### src/hw/perint_pkg.sv
package perint_pkg;

	// Bus word, word address and byte selects
	typedef logic [31:0] arch_t;
	typedef logic [29:0] addr_t;
	typedef logic [3:0]  sel_t;

	// Bus operations
	typedef logic [1:0] op_t;
	localparam op_t PI1_OP_NOP   = 2'd0;
	localparam op_t PI1_OP_WRITE = 2'd1;
	localparam op_t PI1_OP_READ  = 2'd2;

	// Device slots, the last one catches unmapped addresses
	typedef logic [1:0] slot_t;
	localparam slot_t SLOT_DEVTBL  = 2'd0;
	localparam slot_t SLOT_RAM     = 2'd1;
	localparam slot_t SLOT_INVALID = 2'd2;
	localparam int    SLOT_COUNT   = 3;

	// Window sizes in bytes, laid out from word address 0 in slot order
	localparam int unsigned DEVTBL_MAPSZ  = 'h1000;
	localparam int unsigned RAM_MAPSZ     = 'h400;
	localparam int unsigned INVALID_MAPSZ = 'h1000;

	// Device ids reported by the device table
	localparam logic [7:0] DEVID_DEVTBL  = 8'd7;
	localparam logic [7:0] DEVID_RAM     = 8'd1;
	localparam logic [7:0] DEVID_INVALID = 8'd0;

	// Software reset control register
	localparam addr_t DEVTBL_CTRL_OFFSET = 30'd16;
	localparam int    CTRL_RST0_BIT      = 0;
	localparam int    CTRL_RST1_BIT      = 1;

	typedef enum logic [1:0] {
		RUN,
		HOLD,
		PWROFF
	} rst_state_t;

endpackage

### src/hw/pi1_ifs.sv
`timescale 1ns/1ps

// Decoded request between decoder, queue and dispatcher
interface pi1_req_if;
	logic                valid;
	logic                take;
	perint_pkg::op_t     op;
	perint_pkg::slot_t   slot;
	perint_pkg::addr_t   offset;
	perint_pkg::arch_t   data;
	perint_pkg::sel_t    sel;

	modport src (
		output valid, op, slot, offset, data, sel,
		input  take
	);

	modport dst (
		input  valid, op, slot, offset, data, sel,
		output take
	);
endinterface


### src/hw/pi1_req_fifo.sv
`timescale 1ns/1ps

module pi1_req_fifo #(
	parameter int FIFO_DEPTH = 4
) (
	input  logic   clk48mhz,
	input  logic   rst_p,
	pi1_req_if.dst in,
	pi1_req_if.src out
);

	localparam int PTR_W = (FIFO_DEPTH > 1) ? $clog2(FIFO_DEPTH) : 1;
	localparam int CNT_W = $clog2(FIFO_DEPTH + 1);

	perint_pkg::op_t   op_mem     [FIFO_DEPTH];
	perint_pkg::slot_t slot_mem   [FIFO_DEPTH];
	perint_pkg::addr_t offset_mem [FIFO_DEPTH];
	perint_pkg::arch_t data_mem   [FIFO_DEPTH];
	perint_pkg::sel_t  sel_mem    [FIFO_DEPTH];

	logic [PTR_W-1:0] wr_ptr;
	logic [PTR_W-1:0] rd_ptr;
	logic [CNT_W-1:0] count;
	logic             push;
	logic             pop;

	assign push     = in.valid && (count != CNT_W'(FIFO_DEPTH));
	assign pop      = out.take;
	assign in.take  = push;
	assign out.valid = (count != '0);

	// Head item
	assign out.op     = op_mem[rd_ptr];
	assign out.slot   = slot_mem[rd_ptr];
	assign out.offset = offset_mem[rd_ptr];
	assign out.data   = data_mem[rd_ptr];
	assign out.sel    = sel_mem[rd_ptr];

	always_ff @(posedge clk48mhz) begin
		if (rst_p) begin
			wr_ptr <= '0;
			rd_ptr <= '0;
			count  <= '0;
		end else begin
			if (push) begin
				wr_ptr <= (wr_ptr == PTR_W'(FIFO_DEPTH - 1)) ? '0 : wr_ptr + PTR_W'(1);
			end
			if (pop) begin
				rd_ptr <= (rd_ptr == PTR_W'(FIFO_DEPTH - 1)) ? '0 : rd_ptr + PTR_W'(1);
			end
			if (push && !pop) begin
				count <= count + CNT_W'(1);
			end else if (pop && !push) begin
				count <= count - CNT_W'(1);
			end
		end
	end

	always_ff @(posedge clk48mhz) begin
		if (push) begin
			op_mem[wr_ptr]     <= in.op;
			slot_mem[wr_ptr]   <= in.slot;
			offset_mem[wr_ptr] <= in.offset;
			data_mem[wr_ptr]   <= in.data;
			sel_mem[wr_ptr]    <= in.sel;
		end
	end

endmodule

### src/flat_wrapper.sv
// flat-port wrapper written by rule: the top's interface ports become plain ports
module pi1_req_fifo_flat 
#(
	parameter int FIFO_DEPTH = 4
)
  (clk48mhz, rst_p, in_valid, in_op, in_slot, in_offset, in_data, in_sel, in_take, out_valid, out_op, out_slot, out_offset, out_data, out_sel, out_take);
  pi1_req_if in_i ();
  pi1_req_if out_i ();
  input  logic clk48mhz;
  input  logic rst_p;
  input wire logic [$bits(in_i.valid)-1:0] in_valid;
  input wire logic [$bits(in_i.op)-1:0] in_op;
  input wire logic [$bits(in_i.slot)-1:0] in_slot;
  input wire logic [$bits(in_i.offset)-1:0] in_offset;
  input wire logic [$bits(in_i.data)-1:0] in_data;
  input wire logic [$bits(in_i.sel)-1:0] in_sel;
  output wire logic [$bits(in_i.take)-1:0] in_take;
  output wire logic [$bits(out_i.valid)-1:0] out_valid;
  output wire logic [$bits(out_i.op)-1:0] out_op;
  output wire logic [$bits(out_i.slot)-1:0] out_slot;
  output wire logic [$bits(out_i.offset)-1:0] out_offset;
  output wire logic [$bits(out_i.data)-1:0] out_data;
  output wire logic [$bits(out_i.sel)-1:0] out_sel;
  input wire logic [$bits(out_i.take)-1:0] out_take;
  assign in_i.valid = in_valid;
  assign in_i.op = in_op;
  assign in_i.slot = in_slot;
  assign in_i.offset = in_offset;
  assign in_i.data = in_data;
  assign in_i.sel = in_sel;
  assign in_take = in_i.take;
  assign out_valid = out_i.valid;
  assign out_op = out_i.op;
  assign out_slot = out_i.slot;
  assign out_offset = out_i.offset;
  assign out_data = out_i.data;
  assign out_sel = out_i.sel;
  assign out_i.take = out_take;
  pi1_req_fifo #(.FIFO_DEPTH(FIFO_DEPTH)) u_core (.clk48mhz(clk48mhz), .rst_p(rst_p), .in(in_i), .out(out_i));
endmodule
### config.mk
export PLATFORM = sky130hd
export DESIGN_NAME = pi1_req_fifo_flat
export DESIGN_NICKNAME = d
export VERILOG_FILES = /design/src/hw/perint_pkg.sv /design/src/hw/pi1_ifs.sv /design/src/hw/pi1_req_fifo.sv /design/src/flat_wrapper.sv
export SDC_FILE = /design/constraint.sdc
export NUM_CORES = 1
export LEC_CHECK = 0
export ABC_AREA = 1
export ABC_CLOCK_PERIOD_IN_PS = 5000
export BUFFER_PORTS_ARGS = -buffer_cell sky130_fd_sc_hd__buf_2
export CORE_AREA = 2 2 124 216
export CTS_CLUSTER_SIZE = 10
export DETAILED_ROUTE_END_ITERATION = 7
export DIE_AREA = 0 0 126 218
export HOLD_SLACK_MARGIN = 0.12
export PLACE_DENSITY = 0.67
export SLEW_MARGIN = 0
export SYNTH_ARGS = -nofsm -noshare
export SYNTH_HDL_FRONTEND = slang
export SYNTH_SLANG_ARGS = --single-unit
### constraint.sdc
create_clock -name clk48mhz -period 5 [get_ports clk48mhz]
set_input_delay 0.25 -clock clk48mhz [delete_from_list [all_inputs] [get_ports clk48mhz]]
set_output_delay 0.25 -clock clk48mhz [all_outputs]
set_load 0.02 [all_outputs]
==> impl_metrics.ini <==
[synthesis]
synth_ff_type = edfxtp_1
synth_top_cell_by_area = edfxtp_1
yosysTopAreaCellShare_pct = 73.6
synthesis.area_um2 = 11400
async_reset_ff_share_pct = 0
yosysMostFrequentCell = edfxtp_1
seq_area_frac_synth_pct = 75.2
synth.distinct_cells = 22
synth_warnings = 0
synthTopCellsByCount = edfxtp_1 (280), nor2_1 (115), o21ai_0 (113), nor2_4 (40), o22ai_2 (40)
syn_inst = 741
avgSynthCellArea_um2 = 15.4
ys_seq_elements = 289
synthTopCellsByArea = edfxtp_1 (74%), o21ai_0 (5.0%), o22ai_2 (4.4%), nor2_4 (3.9%), nor2_1 (3.8%)
synth_edf_count = 280
syn_nets = 822

[global_route]
grt_usage_pct = 17.7
grt-ovfl-total = 0
grt_pass1_wl_mm = 37.5
grt_max_degree = 101
grt_pass1_vias = 6867
antenna_found_initial = 1

[drt]
avgViaCountPerCell = 5.28
dr.pass1.iters = 4
wl_per_cell_um = 19.1
vias = 6849
routed_wl_mm = 24.8
first_iter_violations = 459
drc = 0
ant_nets = 0

[clock_network]
clock-sinks = 289
clk_transition_reported_paths_ns = 0.05
numCtsBuffers = 34
clkLatencyLatePin_ns = 0.50
root_buffer = clkbuf_16
htree_levels = 2
cts_tree = yes
max-clock-path-buffers = 3

[power_and_ir_drop]
powerDensity_nw_per_um2 = 418
peakVddDrop_mv = 0.217
leakage_nw = 4.91

[timing]
finClkSkew_ns = 0.0106
max_freq_mhz = 315
grt_setup_unrepaired = no
setup_viol = 0
drv_slew = 0
period_share_pct = 63.4
relSlewSlack_pct = 27.5
fin_crit_ns = 3.17
finalHoldViolations = 0
max_slew.worst_pin.slew_ns = 1.09
tns_ns = 0

[setup_path]
path_cells = inv_6, buf_12, o21ai_1, o22ai_1, buf_2
worst_path_dominant_cell_family = buffers and inverters
path_buf_inv = 3
r2r_cells = 5
arrival_ns = 2.92
reg2reg_slack_ns = 2.56
reg2reg_to = u_core.data_mem[2][23]
path_depth = 5
end_kind = primary output
r2r_start = u_core.count[0]
critPathKind = register to primary output
cp-start-kind = register
cp_max_fo = 100
crit_required_ns = 4.75
crit_path_top_delay_cell = inv_6
max_stage_delay_ns = 0.81

[floorplan]
pin_count = 146
rows = 78
dieHeight_um = 218
fp.dieArea_um2 = 27500
core_um2 = 25800
die_x_um = 126
initial_utilization_pct = 44.3

[flow_run]
maxCapViolations = 0

[hold_path]
min-delay-start = rst_p
whs_path_depth = 3
worst_hold_path_type = input pin to register

[placed_design]
place_inst = 1172
gp_congestion = 0.724
io_buffers = 145
place_area_um2 = 12400
hpwl_mm = 14.0

[finish]
fin_area_um2 = 14100
multi_input_area_um2 = 2490
area_delta_synth_final_pct = 23.1
drive_gt1_share_pct = 28.7
fin_cells = 1296
layout.nets = 1042
seq_area_um2 = 8590
final.fill_count = 2062

[status]
status = finished, final reports clean
cells by family after synthesis:
logic type	count (synthesis)	synth area share, %
flip-flops	289	75.2
AO/OA/AOI/OAI	216	12.4
AND/OR/NAND/NOR	169	8.26
buffers and inverters	60	3.31
adder cells (fa/ha/maj)	7	0.832
how the worst max path moves through the flow:
stage | end | slack, ns
floorplan | u_core.data_mem[0][0] | 0.90
global placement | out_op[1] | 2.32
detailed placement | out_op[1] | 2.30
CTS | out_op[1] | 1.77
global route | out_data[19] | 1.65
finish | out_data[14] | 1.83
sequential cells by signal, summed over array words and instances (netlist names), named ones only:
signal and flops:
u_core.slot_mem 8, u_core.wr_ptr 2, u_core.op_mem 8, u_core.offset_mem 120, u_core.sel_mem 16, u_core.rd_ptr 2
u_core.count 3, u_core.data_mem 128
tightest hold or removal path, delay by kind of cell:
kind / cells / cell delay [ns]
buffers and inverters: 2 / 0.62
AND/OR/NAND/NOR: 1 / 0.04
metal layers:
metal / vias to the layer above / GRT usage, % / routed length (µm)
li1: 3207 / - / -
met1: 3413 / 19.6 / 9130
met2: 178 / 32.9 / 13700
met3: 51 / 3.12 / 1110
met4: 0 / 7.88 / 888
met5: - / 0 / 0
cell usage in the layout (no fill, tap or decap):
| cell | n |
|---|---|
| dlygate4sd3_1 | 73 |
| nor3_1 | 1 |
| nand4_1 | 1 |
| dfxtp_4 | 1 |
| nor2_4 | 44 |
| inv_6 | 1 |
| nand3_1 | 1 |
| fa_1 | 1 |
| inv_2 | 1 |
| o22ai_1 | 30 |
| dfxtp_2 | 1 |
| nor2_1 | 111 |
| inv_1 | 14 |
| dfxtp_1 | 7 |
| clkbuf_16 | 37 |
| a21oi_1 | 3 |
| o22ai_2 | 40 |
| nand3b_1 | 1 |
| ha_1 | 6 |
| o21ai_0 | 113 |
| edfxtp_1 | 280 |
| o21ai_1 | 30 |
| buf_2 | 145 |
| clkbuf_1 | 13 |
| nand2_1 | 10 |
| buf_12 | 1 |
| buf_4 | 9 |
| diode_2 | 1 |
report_power, final:
part           internal, mW  switching, mW
Sequential             2.85         0.0504
Combinational         0.259          0.535
Clock                  1.33          0.858
through the flow:
step	total power [mW]	hold WS (ns)	worst slack, ns	utilization, %
finish	5.88	0.457	1.83	54.6
global route	6.09	0.468	1.65	54.6
CTS	5.93	0.443	1.77	54.6
detailed placement	3.70	0.429	2.30	48.0
global placement	3.69	0.429	2.32	48.0
floorplan	3.44	0.331	0.901	-
layout make-up:
cell class	count	area share [%]
Inverter	16	0.463
Sequential cell	289	61.1
Tap cell	320	2.85
Timing Repair Buffer	228	11.0
Multi-Input combinational cell	392	17.7
Clock buffer	50	6.93
Antenna cell	1	0.0178
repair_timing:
action                     CTS  global route
resized for setup            0             0
hold buffers                73             0
setup buffers                0             0
setup endpoints to repair    0             0
hold endpoints to repair   289             0
Power figures use the tool's default switching activity.
