==> src/hw/perint_pkg.sv <==
package perint_pkg;

	// Bus word, word address and byte selects
	typedef logic [31:0] arch_t;
	typedef logic [29:0] addr_t;
	typedef logic [3:0]  sel_t;

	// Bus operations
	typedef logic [1:0] op_t;
	localparam op_t PI1_OP_NOP   = 2'd0;
	localparam op_t PI1_OP_WRITE = 2'd1;
	localparam op_t PI1_OP_READ  = 2'd2;

	// Device slots, the last one catches unmapped addresses
	typedef logic [1:0] slot_t;
	localparam slot_t SLOT_DEVTBL  = 2'd0;
	localparam slot_t SLOT_RAM     = 2'd1;
	localparam slot_t SLOT_INVALID = 2'd2;
	localparam int    SLOT_COUNT   = 3;

	// Window sizes in bytes, laid out from word address 0 in slot order
	localparam int unsigned DEVTBL_MAPSZ  = 'h1000;
	localparam int unsigned RAM_MAPSZ     = 'h400;
	localparam int unsigned INVALID_MAPSZ = 'h1000;

	// Device ids reported by the device table
	localparam logic [7:0] DEVID_DEVTBL  = 8'd7;
	localparam logic [7:0] DEVID_RAM     = 8'd1;
	localparam logic [7:0] DEVID_INVALID = 8'd0;

	// Software reset control register
	localparam addr_t DEVTBL_CTRL_OFFSET = 30'd16;
	localparam int    CTRL_RST0_BIT      = 0;
	localparam int    CTRL_RST1_BIT      = 1;

	typedef enum logic [1:0] {
		RUN,
		HOLD,
		PWROFF
	} rst_state_t;

endpackage

==> src/hw/pi1_ifs.sv <==
`timescale 1ns/1ps

// Decoded request between decoder, queue and dispatcher
interface pi1_req_if;
	logic                valid;
	logic                take;
	perint_pkg::op_t     op;
	perint_pkg::slot_t   slot;
	perint_pkg::addr_t   offset;
	perint_pkg::arch_t   data;
	perint_pkg::sel_t    sel;

	modport src (
		output valid, op, slot, offset, data, sel,
		input  take
	);

	modport dst (
		input  valid, op, slot, offset, data, sel,
		output take
	);
endinterface

// Single device port, op held until rdy
interface pi1_slv_if;
	perint_pkg::op_t   op;
	perint_pkg::addr_t offset;
	perint_pkg::arch_t wdata;
	perint_pkg::sel_t  sel;
	perint_pkg::arch_t rdata;
	logic              rdy;

	modport master (
		output op, offset, wdata, sel,
		input  rdata, rdy
	);

	modport slave (
		input  op, offset, wdata, sel,
		output rdata, rdy
	);
endinterface

==> src/hw/slave_dispatch.sv <==
`timescale 1ns/1ps

module slave_dispatch (
	input  logic              clk48mhz,
	input  logic              rst_p,
	pi1_req_if.dst            q,
	pi1_slv_if.master         devtbl,
	pi1_slv_if.master         ram,
	output logic              rsp_valid_o,
	output perint_pkg::arch_t rsp_data_o
);

	typedef enum logic {
		IDLE,
		ACCESS
	} disp_state_t;

	disp_state_t       state;
	logic              dev_rdy;
	perint_pkg::arch_t dev_rdata;
	logic              to_invalid;
	logic              done;

	always_comb begin
		case (q.slot)
			perint_pkg::SLOT_DEVTBL: begin
				dev_rdy   = devtbl.rdy;
				dev_rdata = devtbl.rdata;
			end
			perint_pkg::SLOT_RAM: begin
				dev_rdy   = ram.rdy;
				dev_rdata = ram.rdata;
			end
			default: begin
				// Default device reads as zero
				dev_rdy   = 1'b0;
				dev_rdata = '0;
			end
		endcase
	end

	// Default device completes straight from IDLE
	assign to_invalid = (state == IDLE) && q.valid && (q.slot == perint_pkg::SLOT_INVALID);
	assign done       = to_invalid || ((state == ACCESS) && dev_rdy);
	assign q.take     = done;

	assign devtbl.op     = ((state == ACCESS) && (q.slot == perint_pkg::SLOT_DEVTBL)) ?
		q.op : perint_pkg::PI1_OP_NOP;
	assign devtbl.offset = q.offset;
	assign devtbl.wdata  = q.data;
	assign devtbl.sel    = q.sel;

	assign ram.op     = ((state == ACCESS) && (q.slot == perint_pkg::SLOT_RAM)) ?
		q.op : perint_pkg::PI1_OP_NOP;
	assign ram.offset = q.offset;
	assign ram.wdata  = q.data;
	assign ram.sel    = q.sel;

	always_ff @(posedge clk48mhz) begin
		if (rst_p) begin
			state       <= IDLE;
			rsp_valid_o <= 1'b0;
		end else begin
			case (state)
				IDLE: begin
					if (q.valid && (q.slot != perint_pkg::SLOT_INVALID)) begin
						state <= ACCESS;
					end
				end
				ACCESS: begin
					if (dev_rdy) begin
						state <= IDLE;
					end
				end
				default: state <= IDLE;
			endcase
			rsp_valid_o <= done && (q.op == perint_pkg::PI1_OP_READ);
		end
	end

	always_ff @(posedge clk48mhz) begin
		if (done) begin
			rsp_data_o <= dev_rdata;
		end
	end

endmodule

==> src/flat_wrapper.sv <==
// flat-port wrapper written by rule: the top's interface ports become plain ports
module slave_dispatch_flat 
  (clk48mhz, rst_p, rsp_valid_o, rsp_data_o, q_valid, q_op, q_slot, q_offset, q_data, q_sel, q_take, devtbl_op, devtbl_offset, devtbl_wdata, devtbl_sel, devtbl_rdata, devtbl_rdy, ram_op, ram_offset, ram_wdata, ram_sel, ram_rdata, ram_rdy);
  pi1_req_if q_i ();
  pi1_slv_if devtbl_i ();
  pi1_slv_if ram_i ();
  input  logic clk48mhz;
  input  logic rst_p;
  output logic rsp_valid_o;
  output perint_pkg::arch_t rsp_data_o;
  input wire logic [$bits(q_i.valid)-1:0] q_valid;
  input wire logic [$bits(q_i.op)-1:0] q_op;
  input wire logic [$bits(q_i.slot)-1:0] q_slot;
  input wire logic [$bits(q_i.offset)-1:0] q_offset;
  input wire logic [$bits(q_i.data)-1:0] q_data;
  input wire logic [$bits(q_i.sel)-1:0] q_sel;
  output wire logic [$bits(q_i.take)-1:0] q_take;
  output wire logic [$bits(devtbl_i.op)-1:0] devtbl_op;
  output wire logic [$bits(devtbl_i.offset)-1:0] devtbl_offset;
  output wire logic [$bits(devtbl_i.wdata)-1:0] devtbl_wdata;
  output wire logic [$bits(devtbl_i.sel)-1:0] devtbl_sel;
  input wire logic [$bits(devtbl_i.rdata)-1:0] devtbl_rdata;
  input wire logic [$bits(devtbl_i.rdy)-1:0] devtbl_rdy;
  output wire logic [$bits(ram_i.op)-1:0] ram_op;
  output wire logic [$bits(ram_i.offset)-1:0] ram_offset;
  output wire logic [$bits(ram_i.wdata)-1:0] ram_wdata;
  output wire logic [$bits(ram_i.sel)-1:0] ram_sel;
  input wire logic [$bits(ram_i.rdata)-1:0] ram_rdata;
  input wire logic [$bits(ram_i.rdy)-1:0] ram_rdy;
  assign q_i.valid = q_valid;
  assign q_i.op = q_op;
  assign q_i.slot = q_slot;
  assign q_i.offset = q_offset;
  assign q_i.data = q_data;
  assign q_i.sel = q_sel;
  assign q_take = q_i.take;
  assign devtbl_op = devtbl_i.op;
  assign devtbl_offset = devtbl_i.offset;
  assign devtbl_wdata = devtbl_i.wdata;
  assign devtbl_sel = devtbl_i.sel;
  assign devtbl_i.rdata = devtbl_rdata;
  assign devtbl_i.rdy = devtbl_rdy;
  assign ram_op = ram_i.op;
  assign ram_offset = ram_i.offset;
  assign ram_wdata = ram_i.wdata;
  assign ram_sel = ram_i.sel;
  assign ram_i.rdata = ram_rdata;
  assign ram_i.rdy = ram_rdy;
  slave_dispatch u_core (.clk48mhz(clk48mhz), .rst_p(rst_p), .q(q_i), .devtbl(devtbl_i), .ram(ram_i), .rsp_valid_o(rsp_valid_o), .rsp_data_o(rsp_data_o));
endmodule
==> config.mk <==
export PLATFORM = sky130hd
export DESIGN_NAME = slave_dispatch_flat
export DESIGN_NICKNAME = d
export VERILOG_FILES = /design/src/hw/perint_pkg.sv /design/src/hw/pi1_ifs.sv /design/src/hw/slave_dispatch.sv /design/src/flat_wrapper.sv
export SDC_FILE = /design/constraint.sdc
export NUM_CORES = 1
export LEC_CHECK = 0
export BUFFER_PORTS_ARGS = -buffer_cell sky130_fd_sc_hd__clkbuf_2
export CAP_MARGIN = 5
export CORE_AREA = 2 2 119 121
export CTS_CLUSTER_DIAMETER = 60
export DETAILED_ROUTE_END_ITERATION = 16
export DIE_AREA = 0 0 121 123
export PLACE_DENSITY = 0.53
export SLEW_MARGIN = 20
export SYNTH_ARGS = -nofsm -noshare
export SYNTH_HDL_FRONTEND = slang
export SYNTH_SLANG_ARGS = --single-unit
==> constraint.sdc <==
create_clock -name clk48mhz -period 1.7 [get_ports clk48mhz]
set_clock_uncertainty 0.05 [all_clocks]
set_input_delay 0 -clock clk48mhz [delete_from_list [all_inputs] [get_ports clk48mhz]]
set_output_delay 0 -clock clk48mhz [all_outputs]
set_load 0.02 [all_outputs]
==> results.toml <==
[global_routing]
first_global_vias = 1785
antenna_found_initial = 0
busiest_layer = "met2"
grt_overflow_total = 0
grt_first_pass_wirelength_um = 11000
grt_usage_pct = 10.26
grt_max_degree = 37
grtUsageMet2_pct = 17.77
gr-usage-met1_pct = 8.823
grtUsageMet3_pct = 8.395

[clock_network]
cts_buffers = 5
clock_sinks = 34
clk_path_buf_depth = 2
clk_latency_ns = 0.27
ctsRootBufferMaster = "clkbuf_16"
post_cts_buffers = 0
cts_tree = "done"
h-tree-depth = 2
cts_resized = 0
clk_pin_slew_ns = 0.05

[yosys]
ys.warnings.count = 0
avgSynthCellArea_um2 = 10.43
ys_top_cells_by_area = "buf_4 38%, edfxtp_1 36%, mux2i_1 12%, nor2_1 5.0%, dfxtp_1 1.5%"
yosysUniqueCellTypes = 17
yosysSeqAreaShare_pct = 37.93
postSynthCellCount = 253
netlist_area_um2 = 2639
yosysTopAreaCell = "buf_4"
synth_fp_nets = 392
yosys.area.top_type_share_pct = 37.84
ys_seq_elements = 34

[sta]
fmax_mhz = 639.4
whs_ns = 0.006462
final.min_clock_period_ns = 1.564
worst_slack_ns = 0.1361
hold_violations = 0
rsz0062_at_grt = "false"
setup_tns_ns = 0
drv_slew = 0
setup_violations = 0
period_share_pct = 92.00
slew_headroom_pct = 63.24
tightest_slew_ns = 0.5496

[floorplan]
fp.dieH_um = 123
fp.dieArea_um2 = 14880
core_region_area_um2 = 13610
placementRows = 43
start_util_pct = 19.39
ios = 309
die_w_um = 121

[drt]
routedWlPerCell_um = 17.10
drtAntennaViolNets = 0
wl_um = 8515
drc = 0
dr.pass1.iters = 4
routed_via_density = 3.713
route.vias.total = 1849
drt_iter0_drc = 59

[run]
drv_cap = 0

[power]
powerDensity_nw_per_um2 = 787.2
vdd_drop_max_mv = 0.3056
leakagePower_nw = 1.534

[hold_path]
hold_path_class = "primary input to flip-flop"

[worst_setup_path]
worstSetupEndpointType = "output pin"
cp.arrival_ns = 1.51
required_ns = 1.65
max_stage_delay_ns = 0.35
worstPathMaxFanout = 31
start_kind = "flip-flop"
path_cells = "nor2b_4 -> o2bb2ai_4 -> buf_12 -> clkbuf_2"
path_class = "flip-flop to output pin"
critPathSlowestCell = "dfxtp_1"

[cells_and_area]
stdcell_area_um2 = 3387
drive_gt1_share_pct = 39.31
syn2layout_area_growth_pct = 28.35
diodes = 0
nets = 456
num-fill-cells = 1406

[place]
gp_congestion = 0.7105
post_dp_cell_area_um2 = 2400
place_hpwl_um = 6790
io_buffers = 110
post-place-ws_ns = 0.2965

[outcome]
outcome = "finished, final reports clean"
==> through the flow <==
step	util, %	std cells	power (W)
final	24.88	498	0.002666
after global placement	17.63	406	0.001350
after CTS	24.88	498	0.002709
after detailed placement	17.63	406	0.001356
after floorplan	-	253	0.001654
after global routing	24.88	498	0.002786
==> logic make-up (layout without fill, tap and decap cells) <==
kind of cell | Yosys count | after routing | share of synthesized area (%)
flip-flops | 34 | 34 | 37.93
AO/OA/AOI/OAI | 3 | 3 | 1.849
AND/OR/NAND/NOR | 43 | 43 | 7.255
buffers and inverters | 140 | 205 | 40.26
multiplexers | 33 | 33 | 12.71
==> power breakdown <==
group	total [W]	leakage, nW	internal, W	switching (W)
clock network	0.000896	0.0712	0.000583	0.000313
logic	0.000786	1.15	0.000291	0.000495
registers	0.000985	0.317	0.000972	0.0000127
==> worst max-delay path, delay by kind of cell (launching register included) <==
family | cells | cell delay (ns)
AND/OR/NAND/NOR | 1 | 0.25
AO/OA/AOI/OAI | 1 | 0.19
flip-flops | 1 | 0.35
buffers and inverters | 2 | 0.43
==> state kept, by name, summed over array words and instances (netlist names) <==
name and count:
u_core.rsp_data_o 32, u_core.rsp_valid_o 1, u_core.state 1
==> area by class of cell <==
class | instances | area, um2 | share of cell area [%]
Multi-Input combinational cell | 79 | 575.6 | 16.99
Clock buffer | 8 | 146.4 | 4.322
Timing Repair Buffer | 197 | 1439 | 42.48
Tap cell | 180 | 225.2 | 6.649
Sequential cell | 34 | 1001 | 29.55
==> final timing paths <==
check | startpoint | to | slack (ns) | cells past startpoint
setup reg to reg | u_core.state | u_core.state | 0.28 | 3
hold / removal | ram_rdata[17] | u_core.rsp_data_o[17] | 0.006 | 3
setup / recovery | u_core.state | q_take | 0.14 | 4
hold reg to reg | u_core.state | u_core.rsp_data_o[27] | 0.74 | 2
==> cells in the final DEF (no fill, tap or decap), types with 2 or more instances in the layout <==
master	count
clkbuf_16	5
nand2_1	2
and3_1	3
clkbuf_1	2
edfxtp_1	32
clkbuf_2	110
mux2i_1	32
nor2_1	35
dlygate4sd3_1	84
dfxtp_1	2
buf_12	2
==> layer usage <==
layer	vias up	wire length, um
li1	833	-
met1	788	2541
met2	221	4099
met4	0	97
met3	7	1777
met5	-	0
==> Yosys cell counts <==
cell type / instances
nand2_1: 2
buf_8: 2
o2bb2ai_4: 1
nand2b_1: 1
nand2b_4: 1
edfxtp_1: 32
dfxtp_1: 2
buf_6: 2
nor2b_4: 1
clkbuf_1: 3
and3_1: 3
buf_4: 133
mux2i_1: 32
nor2_1: 35
mux2_4: 1
a211oi_2: 1
a21oi_2: 1
==> timing repair <==
item,in CTS,in global routing
hold buffers,84,0
setup endpoints to repair,0,0
hold endpoints to repair,145,0
Power figures use the tool's default switching activity.
