### src/hw/perint_pkg.sv
package perint_pkg;

	// Bus word, word address and byte selects
	typedef logic [31:0] arch_t;
	typedef logic [29:0] addr_t;
	typedef logic [3:0]  sel_t;

	// Bus operations
	typedef logic [1:0] op_t;
	localparam op_t PI1_OP_NOP   = 2'd0;
	localparam op_t PI1_OP_WRITE = 2'd1;
	localparam op_t PI1_OP_READ  = 2'd2;

	// Device slots, the last one catches unmapped addresses
	typedef logic [1:0] slot_t;
	localparam slot_t SLOT_DEVTBL  = 2'd0;
	localparam slot_t SLOT_RAM     = 2'd1;
	localparam slot_t SLOT_INVALID = 2'd2;
	localparam int    SLOT_COUNT   = 3;

	// Window sizes in bytes, laid out from word address 0 in slot order
	localparam int unsigned DEVTBL_MAPSZ  = 'h1000;
	localparam int unsigned RAM_MAPSZ     = 'h400;
	localparam int unsigned INVALID_MAPSZ = 'h1000;

	// Device ids reported by the device table
	localparam logic [7:0] DEVID_DEVTBL  = 8'd7;
	localparam logic [7:0] DEVID_RAM     = 8'd1;
	localparam logic [7:0] DEVID_INVALID = 8'd0;

	// Software reset control register
	localparam addr_t DEVTBL_CTRL_OFFSET = 30'd16;
	localparam int    CTRL_RST0_BIT      = 0;
	localparam int    CTRL_RST1_BIT      = 1;

	typedef enum logic [1:0] {
		RUN,
		HOLD,
		PWROFF
	} rst_state_t;

endpackage

### src/hw/rst_sequencer.sv
`timescale 1ns/1ps

module rst_sequencer #(
	parameter int RST_HOLD_CYCLES = 32
) (
	input  logic clk48mhz,
	input  logic rst_p,
	input  logic ctrl_rst0_i,
	input  logic ctrl_rst1_i,
	output logic sys_rst_o,
	output logic pwroff_led_n_o
);

	localparam int CNT_W = $clog2(RST_HOLD_CYCLES + 1);

	perint_pkg::rst_state_t state;
	logic [CNT_W-1:0]       hold_cnt;
	logic                   sw_cold;
	logic                   sw_warm;
	logic                   sw_pwroff;

	// Software reset requests from the control register
	assign sw_cold   = ctrl_rst0_i && ctrl_rst1_i;
	assign sw_warm   = !ctrl_rst0_i && ctrl_rst1_i;
	assign sw_pwroff = ctrl_rst0_i && !ctrl_rst1_i;

	always_ff @(posedge clk48mhz) begin
		if (rst_p) begin
			state    <= perint_pkg::HOLD;
			hold_cnt <= CNT_W'(RST_HOLD_CYCLES);
		end else begin
			case (state)
				perint_pkg::PWROFF: begin
					// Latched until the external reset
					state <= perint_pkg::PWROFF;
				end
				default: begin
					if (sw_pwroff) begin
						state <= perint_pkg::PWROFF;
					end else if (sw_cold || sw_warm) begin
						// Both kinds restart the hold
						state    <= perint_pkg::HOLD;
						hold_cnt <= CNT_W'(RST_HOLD_CYCLES);
					end else if (state == perint_pkg::HOLD) begin
						if (hold_cnt <= CNT_W'(1)) begin
							state <= perint_pkg::RUN;
						end
						hold_cnt <= hold_cnt - CNT_W'(1);
					end
				end
			endcase
		end
	end

	assign sys_rst_o      = (state != perint_pkg::RUN);
	assign pwroff_led_n_o = (state != perint_pkg::PWROFF);

endmodule

### config.mk
export PLATFORM = sky130hd
export DESIGN_NAME = rst_sequencer
export DESIGN_NICKNAME = d
export VERILOG_FILES = /design/src/hw/perint_pkg.sv /design/src/hw/rst_sequencer.sv
export SDC_FILE = /design/constraint.sdc
export NUM_CORES = 1
export LEC_CHECK = 0
export BUFFER_PORTS_ARGS = -buffer_cell sky130_fd_sc_hd__buf_4
export CORE_AREA = 2 2 39 41
export DETAILED_ROUTE_END_ITERATION = 16
export DIE_AREA = 0 0 41 43
export PLACE_DENSITY = 0.63
export SETUP_SLACK_MARGIN = 0.5
export SLEW_MARGIN = 10
export SYNTH_ARGS = -nofsm -noshare
export SYNTH_HDL_FRONTEND = slang
export SYNTH_SLANG_ARGS = --single-unit
### constraint.sdc
create_clock -name clk48mhz -period 2.5 [get_ports clk48mhz]
set_input_delay 0.25 -clock clk48mhz [delete_from_list [all_inputs] [get_ports clk48mhz]]
set_output_delay 0.25 -clock clk48mhz [all_outputs]
set_load 0.03 [all_outputs]
==> results of run 1 <==
[per-layer routing]
layer,track usage [%],vias up
met3,9.424,2
met5,0,-
met4,6.000,0
li1,-,193
met1,15.48,160
met2,16.56,8
[power breakdown]
group	internal (W)	total [W]	switching, W	leakage [nW]
Sequential	0.000139	0.000149	0.00000981	0.0659
Clock	0.0000551	0.000101	0.0000464	0.0138
Combinational	0.0000378	0.0000793	0.0000415	0.148
[cell families after synthesis]
| kind of cell | count (synthesis) | share of synthesized area, % |
|---|---|---|
| DFF | 8 | 34.69 |
| and+or+nand+nor | 15 | 17.07 |
| buffers and inverters | 7 | 7.317 |
| adders and majority gates | 5 | 13.55 |
| xor gates and xnor gates | 5 | 9.485 |
| AOI/OAI and AO/OA | 12 | 17.89 |
[registers in the layout, summed over array words and instances, names as in the netlist]
signal / cells
state: 2
hold_cnt: 6
[metrics by stage]
stage	hold WS, ns	setup slack [ns]	utilization [%]	cells	total power [W]
5_1_grt	0.1477	0.8883	38.34	75	0.0003618
6_report	0.1659	0.9874	38.34	75	0.0003299
3_3_place_gp	0.4280	1.070	36.71	72	0.0002313
4_1_cts	0.1570	0.9672	38.34	75	0.0003365
3_5_place_dp	0.4319	1.032	36.71	72	0.0002318
2_1_floorplan	0.3224	1.100	-	52	0.0002148
[cell usage after synthesis]
library cell  instances  area, sq um
xor2_1                4        35.03
or3_1                 1        6.260
inv_1                 6        22.52
buf_6                 1        11.26
o211ai_1              2        15.01
nor3_1                1        5.000
o21a_1                1        7.510
a22oi_1               1        7.510
nor2b_2               1        8.760
nor4_1                1        6.260
ha_1                  5        62.56
nor2_1                9        33.78
a21o_1                1        7.510
o21ai_1               3        15.01
o32a_1                1        10.01
nand2_1               1        3.750
a21oi_1               1        5.000
dfxtp_1               8        160.2
nor4b_2               1        15.01
xnor2_1               1        8.760
a31oi_1               1        6.260
o2111ai_1             1        8.760
[final cells by class]
type	instances	area, sq um
Clock buffer	3	22.52
Fill cell	145	853.3
Inverter	6	22.52
Multi-Input combinational cell	37	267.8
Sequential cell	8	160.2
Tap cell	16	20.02
Timing Repair Buffer	5	37.54
[how the worst min path moves through the flow]
stage / slack, ns / to / start
detailed placement: 0.43 / hold_cnt[1] / rst_p
floorplan: 0.32 / hold_cnt[1] / rst_p
CTS: 0.16 / hold_cnt[1] / rst_p
global placement: 0.43 / hold_cnt[1] / rst_p
global route: 0.15 / hold_cnt[1] / rst_p
finish: 0.17 / hold_cnt[1] / rst_p
==> results.md, run 1 <==
* Vias per Instance at 4.840
* CP max-delay cell: dfxtp_1
* FMAX at 661.1 MHz
* Synthesized area at 461.7 sq um
* Final hold viol count at 0
* Actual slew at the worst max-slew pin at 0.3393 ns
* CP Launch Point: state[0]
* Layout Nets at 70
* Placed Area at 508.0 sq um
* Skew-Pair Late Insertion Delay at 0.26 ns
* Commonest non-fill, non-tap cell in the layout: nor2_1
* Number of global-route vias before repair at 340
* Delay-heaviest family, CP: buffers and inverters
* Met2 wire len at 342 microns
* Slew headroom at 77.17%
* # diodes at 0
* Number of hold buffers added after cts at 0
* CTS max path bufs at 2
* R2R Setup Slk at 1.03 ns
* Setup TNS at 0 ns
* WP data arrival at 1.26 ns
* Post-Synthesis Cells at 52
* Critical path fanouts, max at 6
* Peak supply drop at 0.2552 mV
* CTS root buf: clkbuf_4
* WL per Instance at 10.32 microns
* GRT Total Usage at 12.86%
* P_leak at 0.2278 nW
* Most frequent CP cell: inv_1
* # IOs at 6
* Max Cap Viol at 0
* Worst path required time at 2.25 ns
* YS warnings at 0
* Reg clk slew, reported paths at 0.05 ns
* Hold depth at 2
* Setup bufs post-CTS at 0
* Total grt overflow at 0
* Final period utilization at 60.51%
* Final setup fails at 0
* Syn avg cell area at 8.879 sq um
* Setup Skew at 0.005229 ns
* RR Endpoint: state[1]
* Critical Path Source Type: flip-flop
* RSZ-0062 raised after global routing: no
* Via count at 363
* Synth Net Count at 61
* Largest net degree at the start of global routing at 11
* Core area at 1384 sq um
* Reg2Reg Depth at 5
* Port buffer count at 5
* Die area at 1763 sq um
* Class of the worst hold path: input port to flip-flop
* Nature of the critical path endpoint: output pin
* Seq cells post-synth at 8
* Setup crit end: pwroff_led_n_o
* Routed Antenna Nets at 0
* CTS H-tree depth at 1
* First-pass GRT wire length at 1.435 mm
* Met3 WL at 55 microns
* Die Ht at 43 microns
* Number of library cell types mapped by synthesis at 22
* Pre-Repair DR Iteration Count at 2
* Seq/Total Area, Yosys at 34.69%
* Uppermost routed layer: met4
* CP Buf/Inv Count at 3
* Detailed Route Iter0 Violations at 2
* Total CTS buffers at 3
* Area growth, synth to finish at 14.91%
* Initial antenna violation count at 0
* Power per cell area at 621.9 nW/um^2
* Row Count at 14
* R2r startpoint: state[0]
* Layout cell share with drive strength beyond 1 at 16.95%
* Crit-path cells: inv_1 -> ha_1 -> inv_1 -> buf_4
* Final HPWL DP at 599.5 microns
* CTS tree: done
* Met1 WL at 367 microns
* Final instance area at 530.5 sq um
* Worst path depth at 4
* Pins Over Slew Limit at 0
* Critical path's largest stage delay at 0.33 ns
* Starting Density at 33.36%
* Die width at 41 microns
* Status: finished, final reports clean
* Tmin final at 1.513 ns
* Post-CTS Resized at 0
* Setup CP Type: flip-flop to output pin
* Most frequent cells in the layout: nor2_1 (9), dfxtp_1 (8), inv_1 (6)
* CTS Sinks at 8
* # DRC at 0
* Final WL at 774 microns
* RePlAce Congestion at 0.7926
Note: power is estimated with default switching activity, not from simulation.
==> run 2, diff against run 1 <==
--- a/config.mk
+++ b/config.mk
@@ -5,11 +5,12 @@
 export SDC_FILE = /design/constraint.sdc
 export NUM_CORES = 1
 export LEC_CHECK = 0
+export ABC_AREA = 1
 export BUFFER_PORTS_ARGS = -buffer_cell sky130_fd_sc_hd__buf_4
 export CORE_AREA = 2 2 39 41
 export DETAILED_ROUTE_END_ITERATION = 16
 export DIE_AREA = 0 0 41 43
-export PLACE_DENSITY = 0.63
+export PLACE_DENSITY = 0.67
 export SETUP_SLACK_MARGIN = 0.5
 export SLEW_MARGIN = 10
 export SYNTH_ARGS = -nofsm -noshare
==> constraint.sdc (replaced) <==
create_clock -name clk48mhz -period 1.4 [get_ports clk48mhz]
set_input_delay 0.14 -clock clk48mhz [delete_from_list [all_inputs] [get_ports clk48mhz]]
set_output_delay 0.14 -clock clk48mhz [all_outputs]
set_load 0.03 [all_outputs]
==> run 2 against run 1 <==
Cell count up 43%. Wire length up 82%. Count of clock-buffer cells in the layout unchanged. Worst hold slack worse by 0.12 ns. Via count up 48%. Global-route usage up 6.1 points. Critical path depth up 4. Register-to-register slack worse by 0.89 ns. Highest routed layer unchanged.
==> results.md, run 2 <==
* CTS root buf: clkbuf_4
* YS warnings at 0
* Number of global-route vias before repair at 510
* Class of the worst hold path: input port to flip-flop
* Reg clk slew, reported paths at 0.06 ns
* Critical path fanouts, max at 5
* Final hold viol count at 0
* Biggest register: hold_cnt
* Count leader, synth: nand2_1
* Total grt overflow at 0
* Via count at 539
* Synth Net Count at 86
* Primary FF master, synth: dfxtp_1
* Actual slew at the worst max-slew pin at 0.3277 ns
* Area occupied by multi-input gates at 419.2 sq um
* CTS max path bufs at 2
* Die width at 41 microns
* CTS tree: done
* Seq cells post-synth at 8
* Pins Over Slew Limit at 0
* Nature of the critical path endpoint: flip-flop
* CTS Sinks at 8
* Row Count at 14
* Worst hold slack at 0.04756 ns
* Total CTS buffers at 3
* # diodes at 0
* Die area at 1763 sq um
* Final WL at 1.407 mm
* FMAX at 792.6 MHz
* Worst path required time at 1.56 ns
* WL per Instance at 13.15 microns
* Routed Antenna Nets at 0
* Peak supply drop at 0.4639 mV
* FF+latch area at 172.7 sq um
* Synthesized area at 505.5 sq um
* Syn avg cell area at 6.565 sq um
* Seq/Total Area, Yosys at 31.68%
* Final period utilization at 90.12%
* CTS H-tree depth at 1
* Detailed Route Iter0 Violations at 19
* Setup TNS at 0 ns
* Number of library cell types mapped by synthesis at 14
* Area growth, synth to finish at 57.92%
* Most frequent cells in the layout: nand2_1 (12), nor2_1 (9), buf_4 (9)
* Regs by FF count: hold_cnt: 6 flops, state: 2 flops
* RSZ-0062 raised after global routing: yes
* Skew-Pair Late Insertion Delay at 0.27 ns
* Largest cells by area after synthesis: dfxtp_1 (32%), nand2_1 (13%), ha_1 (12%), inv_1 (9.7%), nor2_1 (8.2%)
* Max reg flops at 6
* WP data arrival at 1.42 ns
* GRT Total Usage at 18.93%
* Slew headroom at 78.07%
* Final setup fails at 0
* Layout cell share with drive strength beyond 1 at 50.55%
* Layout Nets at 102
* Largest net degree at the start of global routing at 7
* Port buffer count at 5
* Status: finished, final reports clean
* # DRC at 0
* Max Cap Viol at 0
* # IOs at 6
* Post-Synthesis Cells at 77
* Initial antenna violation count at 0
* Post-synth EDFFs at 0
* Die Ht at 43 microns
* P_leak at 0.3530 nW
* Setup Skew at 0.006189 ns
* Starting Density at 36.53%
* # fillers at 126
* Critical Path Source Type: flip-flop
* Top-area cell type share of the netlist area at 31.68%
* First-pass GRT wire length at 2.139 mm
* Number of hold buffers added after cts at 0
* RePlAce Congestion at 0.7250
* Power per cell area at 902.1 nW/um^2
* Pre-Repair DR Iteration Count at 4
* Tmin final at 1.262 ns
* Setup CP Type: flip-flop to flip-flop
* Core area at 1384 sq um
* Commonest cells post-synth: nand2_1 (18), inv_1 (13), nor2_1 (11), dfxtp_1 (8), nand3_1 (8)
* Vias per Instance at 5.037
* Commonest non-fill, non-tap cell in the layout: nand2_1
* Ys async rst share at 0%
* Final HPWL DP at 785.7 microns
* Area leader, netlist: dfxtp_1
run 2: cell families (layout without fill, tap and decap cells):
family          count (synthesis)  in the layout  synth area share, %
simple gates                   43             43                37.62
xor+xnor                        1              1                1.733
compound gates                  5              5                5.446
fa+ha+maj                       5              5                12.38
flops                           8              8                31.68
buf+inv                        15             29                11.14
run 2: area by class of cell:
class / instances / area share, %
Timing Repair Buffer: 11 / 11.29
Clock buffer: 3 / 2.821
Sequential cell: 8 / 21.63
Inverter: 15 / 9.248
Multi-Input combinational cell: 54 / 52.51
Tap cell: 16 / 2.508
run 2: per-stage QoR:
step           instance area [sq um]  std cells  total power (W)  utilization [%]  worst slack (ns)
6_report                       798.3        107        0.0007201            57.69            0.1383
3_3_place_gp                   609.3         98        0.0004455            44.03            0.2148
2_1_floorplan                  551.8         77        0.0004060                -            0.2890
3_5_place_dp                   609.3         98        0.0004491            44.03            0.1895
5_1_grt                        798.3        107        0.0007659            57.69           0.08446
4_1_cts                        734.5        104        0.0006753            53.07            0.1873
run 2: path summary, 6_finish.rpt:
check / startpoint / endpoint / slack [ns] / cells past startpoint
setup reg to reg: state[0] / hold_cnt[2] / 0.14 / 8
setup / recovery: state[0] / hold_cnt[2] / 0.14 / 8
hold / removal: rst_p / hold_cnt[1] / 0.05 / 2
hold reg to reg: hold_cnt[5] / hold_cnt[5] / 0.47 / 2
run 2: where the power goes:
group	internal (W)	switching, W	total (W)
logic	0.000109	0.000144	0.000253
registers	0.000247	0.0000256	0.000273
clock network	0.0000992	0.0000948	0.000194
run 2: critical path, cell delays in order, from the launching register on:
cell and delay, ns:
dfxtp_4 0.38, inv_4 0.04, ha_4 0.17, nor2_4 0.09
nand2_2 0.07, nand2_4 0.09, nand2_1 0.07, xor2_1 0.16
nor2_1 0.08
run 2: what timing repair did:
| action | 4_1_cts | 5_1_grt |
|---|---|---|
| setup endpoints to repair | 10 | 10 |
| setup buffers | 3 | 3 |
| pin swaps | 7 | 8 |
| gates resized for setup | 20 | 11 |
run 2: per-layer routing:
layer / track usage [%] / vias up / wire [microns]
li1: - / 268 / -
met1: 19.81 / 259 / 546
met2: 29.06 / 7 / 795
met3: 5.236 / 5 / 30
met4: 16.00 / 0 / 34
met5: 0 / - / 0
==> run 3, diff against run 2 <==
--- a/config.mk
+++ b/config.mk
@@ -5,12 +5,12 @@
 export SDC_FILE = /design/constraint.sdc
 export NUM_CORES = 1
 export LEC_CHECK = 0
-export ABC_AREA = 1
+export ABC_AREA = 0
 export BUFFER_PORTS_ARGS = -buffer_cell sky130_fd_sc_hd__buf_4
 export CORE_AREA = 2 2 39 41
 export DETAILED_ROUTE_END_ITERATION = 16
 export DIE_AREA = 0 0 41 43
-export PLACE_DENSITY = 0.67
+export PLACE_DENSITY = 0.63
 export SETUP_SLACK_MARGIN = 0.5
 export SLEW_MARGIN = 10
 export SYNTH_ARGS = -nofsm -noshare
==> run 3 against run 2 <==
Count of clock-buffer cells in the layout stayed put. Global-route usage shrank 2.1 points. Fmax fell by 4.5%. Critical path depth shrank 3. Total power down 7.5%. Die area did not move. Clock skew shrank 0.0025 ns. Clock power fell by 7%. Critical path type unchanged. Largest cell class unchanged. Highest routed layer unchanged.
==> results.md, run 3 (same netlist as run 1, synthesis figures left out) <==
* Peak supply drop at 0.6166 mV
* Row Count at 14
* CTS root buf: clkbuf_4
* Critical Path Source Type: flip-flop
* Setup CP Type: flip-flop to flip-flop
* Worst Hold Launch: rst_p
* Number of hold buffers added after cts at 0
* Max reg flops at 6
* Setup TNS at 0 ns
* Routed Antenna Nets at 0
* CTS Sinks at 8
* Starting Density at 33.36%
* Final period utilization at 94.41%
* Final instance area at 715.7 sq um
* Die Ht at 43 microns
* Die width at 41 microns
* RSZ-0062 raised after global routing: yes
* Layout cell share with drive strength beyond 1 at 55.88%
* R2R Setup Slk at 0.08 ns
* WP data arrival at 1.47 ns
* Max Cap Viol at 0
* Area growth, synth to finish at 55.01%
* Slew headroom at 79.17%
* Total grt overflow at 0
* FMAX at 756.6 MHz
* Hold depth at 2
* Final WL at 1.127 mm
* CTS tree: done
* WL per Instance at 13.42 microns
* R2r startpoint: state[0]
* Core area at 1384 sq um
* Critical path's largest stage delay at 0.33 ns
* Placed Area at 544.3 sq um
* Port buffer count at 5
* Hold Crit Endpoint: hold_cnt[1]
* Die area at 1763 sq um
* Reg2Reg Depth at 5
* Fin util at 51.72%
* Worst path required time at 1.55 ns
* GRT Total Usage at 16.87%
* Crit-path cells: inv_2 -> ha_4 -> or3_1 -> o32a_1 -> o21a_1
* Initial antenna violation count at 0
* # diodes at 0
* Commonest non-fill, non-tap cell in the layout: buf_4
* Setup Skew at 0.003683 ns
* Reg clk slew, reported paths at 0.06 ns
* Final setup fails at 0
* Status: finished, final reports clean
* RePlAce Congestion at 0.7508
* Tmin final at 1.322 ns
* Number of global-route vias before repair at 438
* Class of the worst hold path: input port to flip-flop
* Detailed Route Iter0 Violations at 3
* Power per cell area at 930.7 nW/um^2
* # IOs at 6
* Critical path fanouts, max at 4
* CP max-delay cell: dfxtp_2
* Actual slew at the worst max-slew pin at 0.3099 ns
* CTS max path bufs at 2
* RR Endpoint: state[1]
* CTS H-tree depth at 1
* Final hold viol count at 0
* # DRC at 0
* Skew-Pair Late Insertion Delay at 0.26 ns
* Nature of the critical path endpoint: flip-flop
* Worst hold slack at 0.05952 ns
* Vias per Instance at 5.095
* Final HPWL DP at 648.3 microns
* Layout Nets at 79
* First-pass GRT wire length at 1.904 mm
* Largest net degree at the start of global routing at 11
* P_leak at 0.2893 nW
* Via count at 428
* Total CTS buffers at 3
* Pins Over Slew Limit at 0
* Pre-Repair DR Iteration Count at 4
* Regs by FF count: hold_cnt: 6 flops, state: 2 flops
* Most frequent cells in the layout: buf_4 (11), nor2_1 (9), xor2_1 (4), ha_4 (4), dfxtp_1 (4)
* Biggest register: hold_cnt
[run 3: changes by cell type in the layout (fill, tap and decap cells not counted), sizes merged, moves of 2 or more]
| cell | change |
|---|---|
| inv | -10 |
| buf | +3 |
| nand4 | -2 |
| o211ai | +2 |
| nand3 | -9 |
| a21oi | -3 |
| nor2 | -4 |
| o21ai | +3 |
| xor2 | +3 |
| nand2 | -18 |
[run 3: metal layers]
metal	up-vias	track usage (%)	wire, microns
met5	-	0	0
met4	0	8.000	14
met3	2	7.853	34
met2	9	26.56	643
met1	205	18.01	435
li1	212	-	-
[run 3: what timing repair did]
action / CTS / global route
resized for setup: 12 / 8
endpoints found under the setup margin: 10 / 10
pin swaps: 13 / 6
buffers inserted: 7 / 2
[run 3: layout make-up]
class                      instances  area [sq um]
multi-input combinational         37         355.3
tap                               16         20.02
clock buffer                       3         22.52
sequential                         8         170.2
fill                             136         668.1
timing repair buffer              14         116.4
inverter                           6         31.28
[run 3: through the flow]
step,power (W),setup WS (ns),instances
5_1_grt,0.0007113,0.001252,84
2_1_floorplan,0.0003973,0.1038,52
3_5_place_dp,0.0004288,0.07462,72
3_3_place_gp,0.0004279,0.08478,72
6_report,0.0006661,0.07831,84
4_1_cts,0.0006511,0.08525,82
[run 3: power by group]
group          switching, W  internal, W
Clock             0.0000827    0.0000984
Sequential        0.0000238     0.000249
Combinational      0.000101     0.000111
[run 3: critical path, delay by kind of cell, from the launching register on]
kind                       cells  cell delay [ns]
AOI/OAI and AO/OA              2             0.35
and+or+nand+nor                1             0.31
adders and majority gates      1             0.17
buffers and inverters          1             0.06
DFF                            1             0.33
[run 3: worst max path at each step]
stage	start	endpoint	slack, ns
final	state[0]	state[1]	0.08
after global routing	state[0]	state[1]	0.001
after CTS	state[0]	state[1]	0.09
after detailed placement	state[0]	state[1]	0.07
after global placement	state[0]	hold_cnt[5]	0.08
after floorplan	state[0]	state[1]	0.10
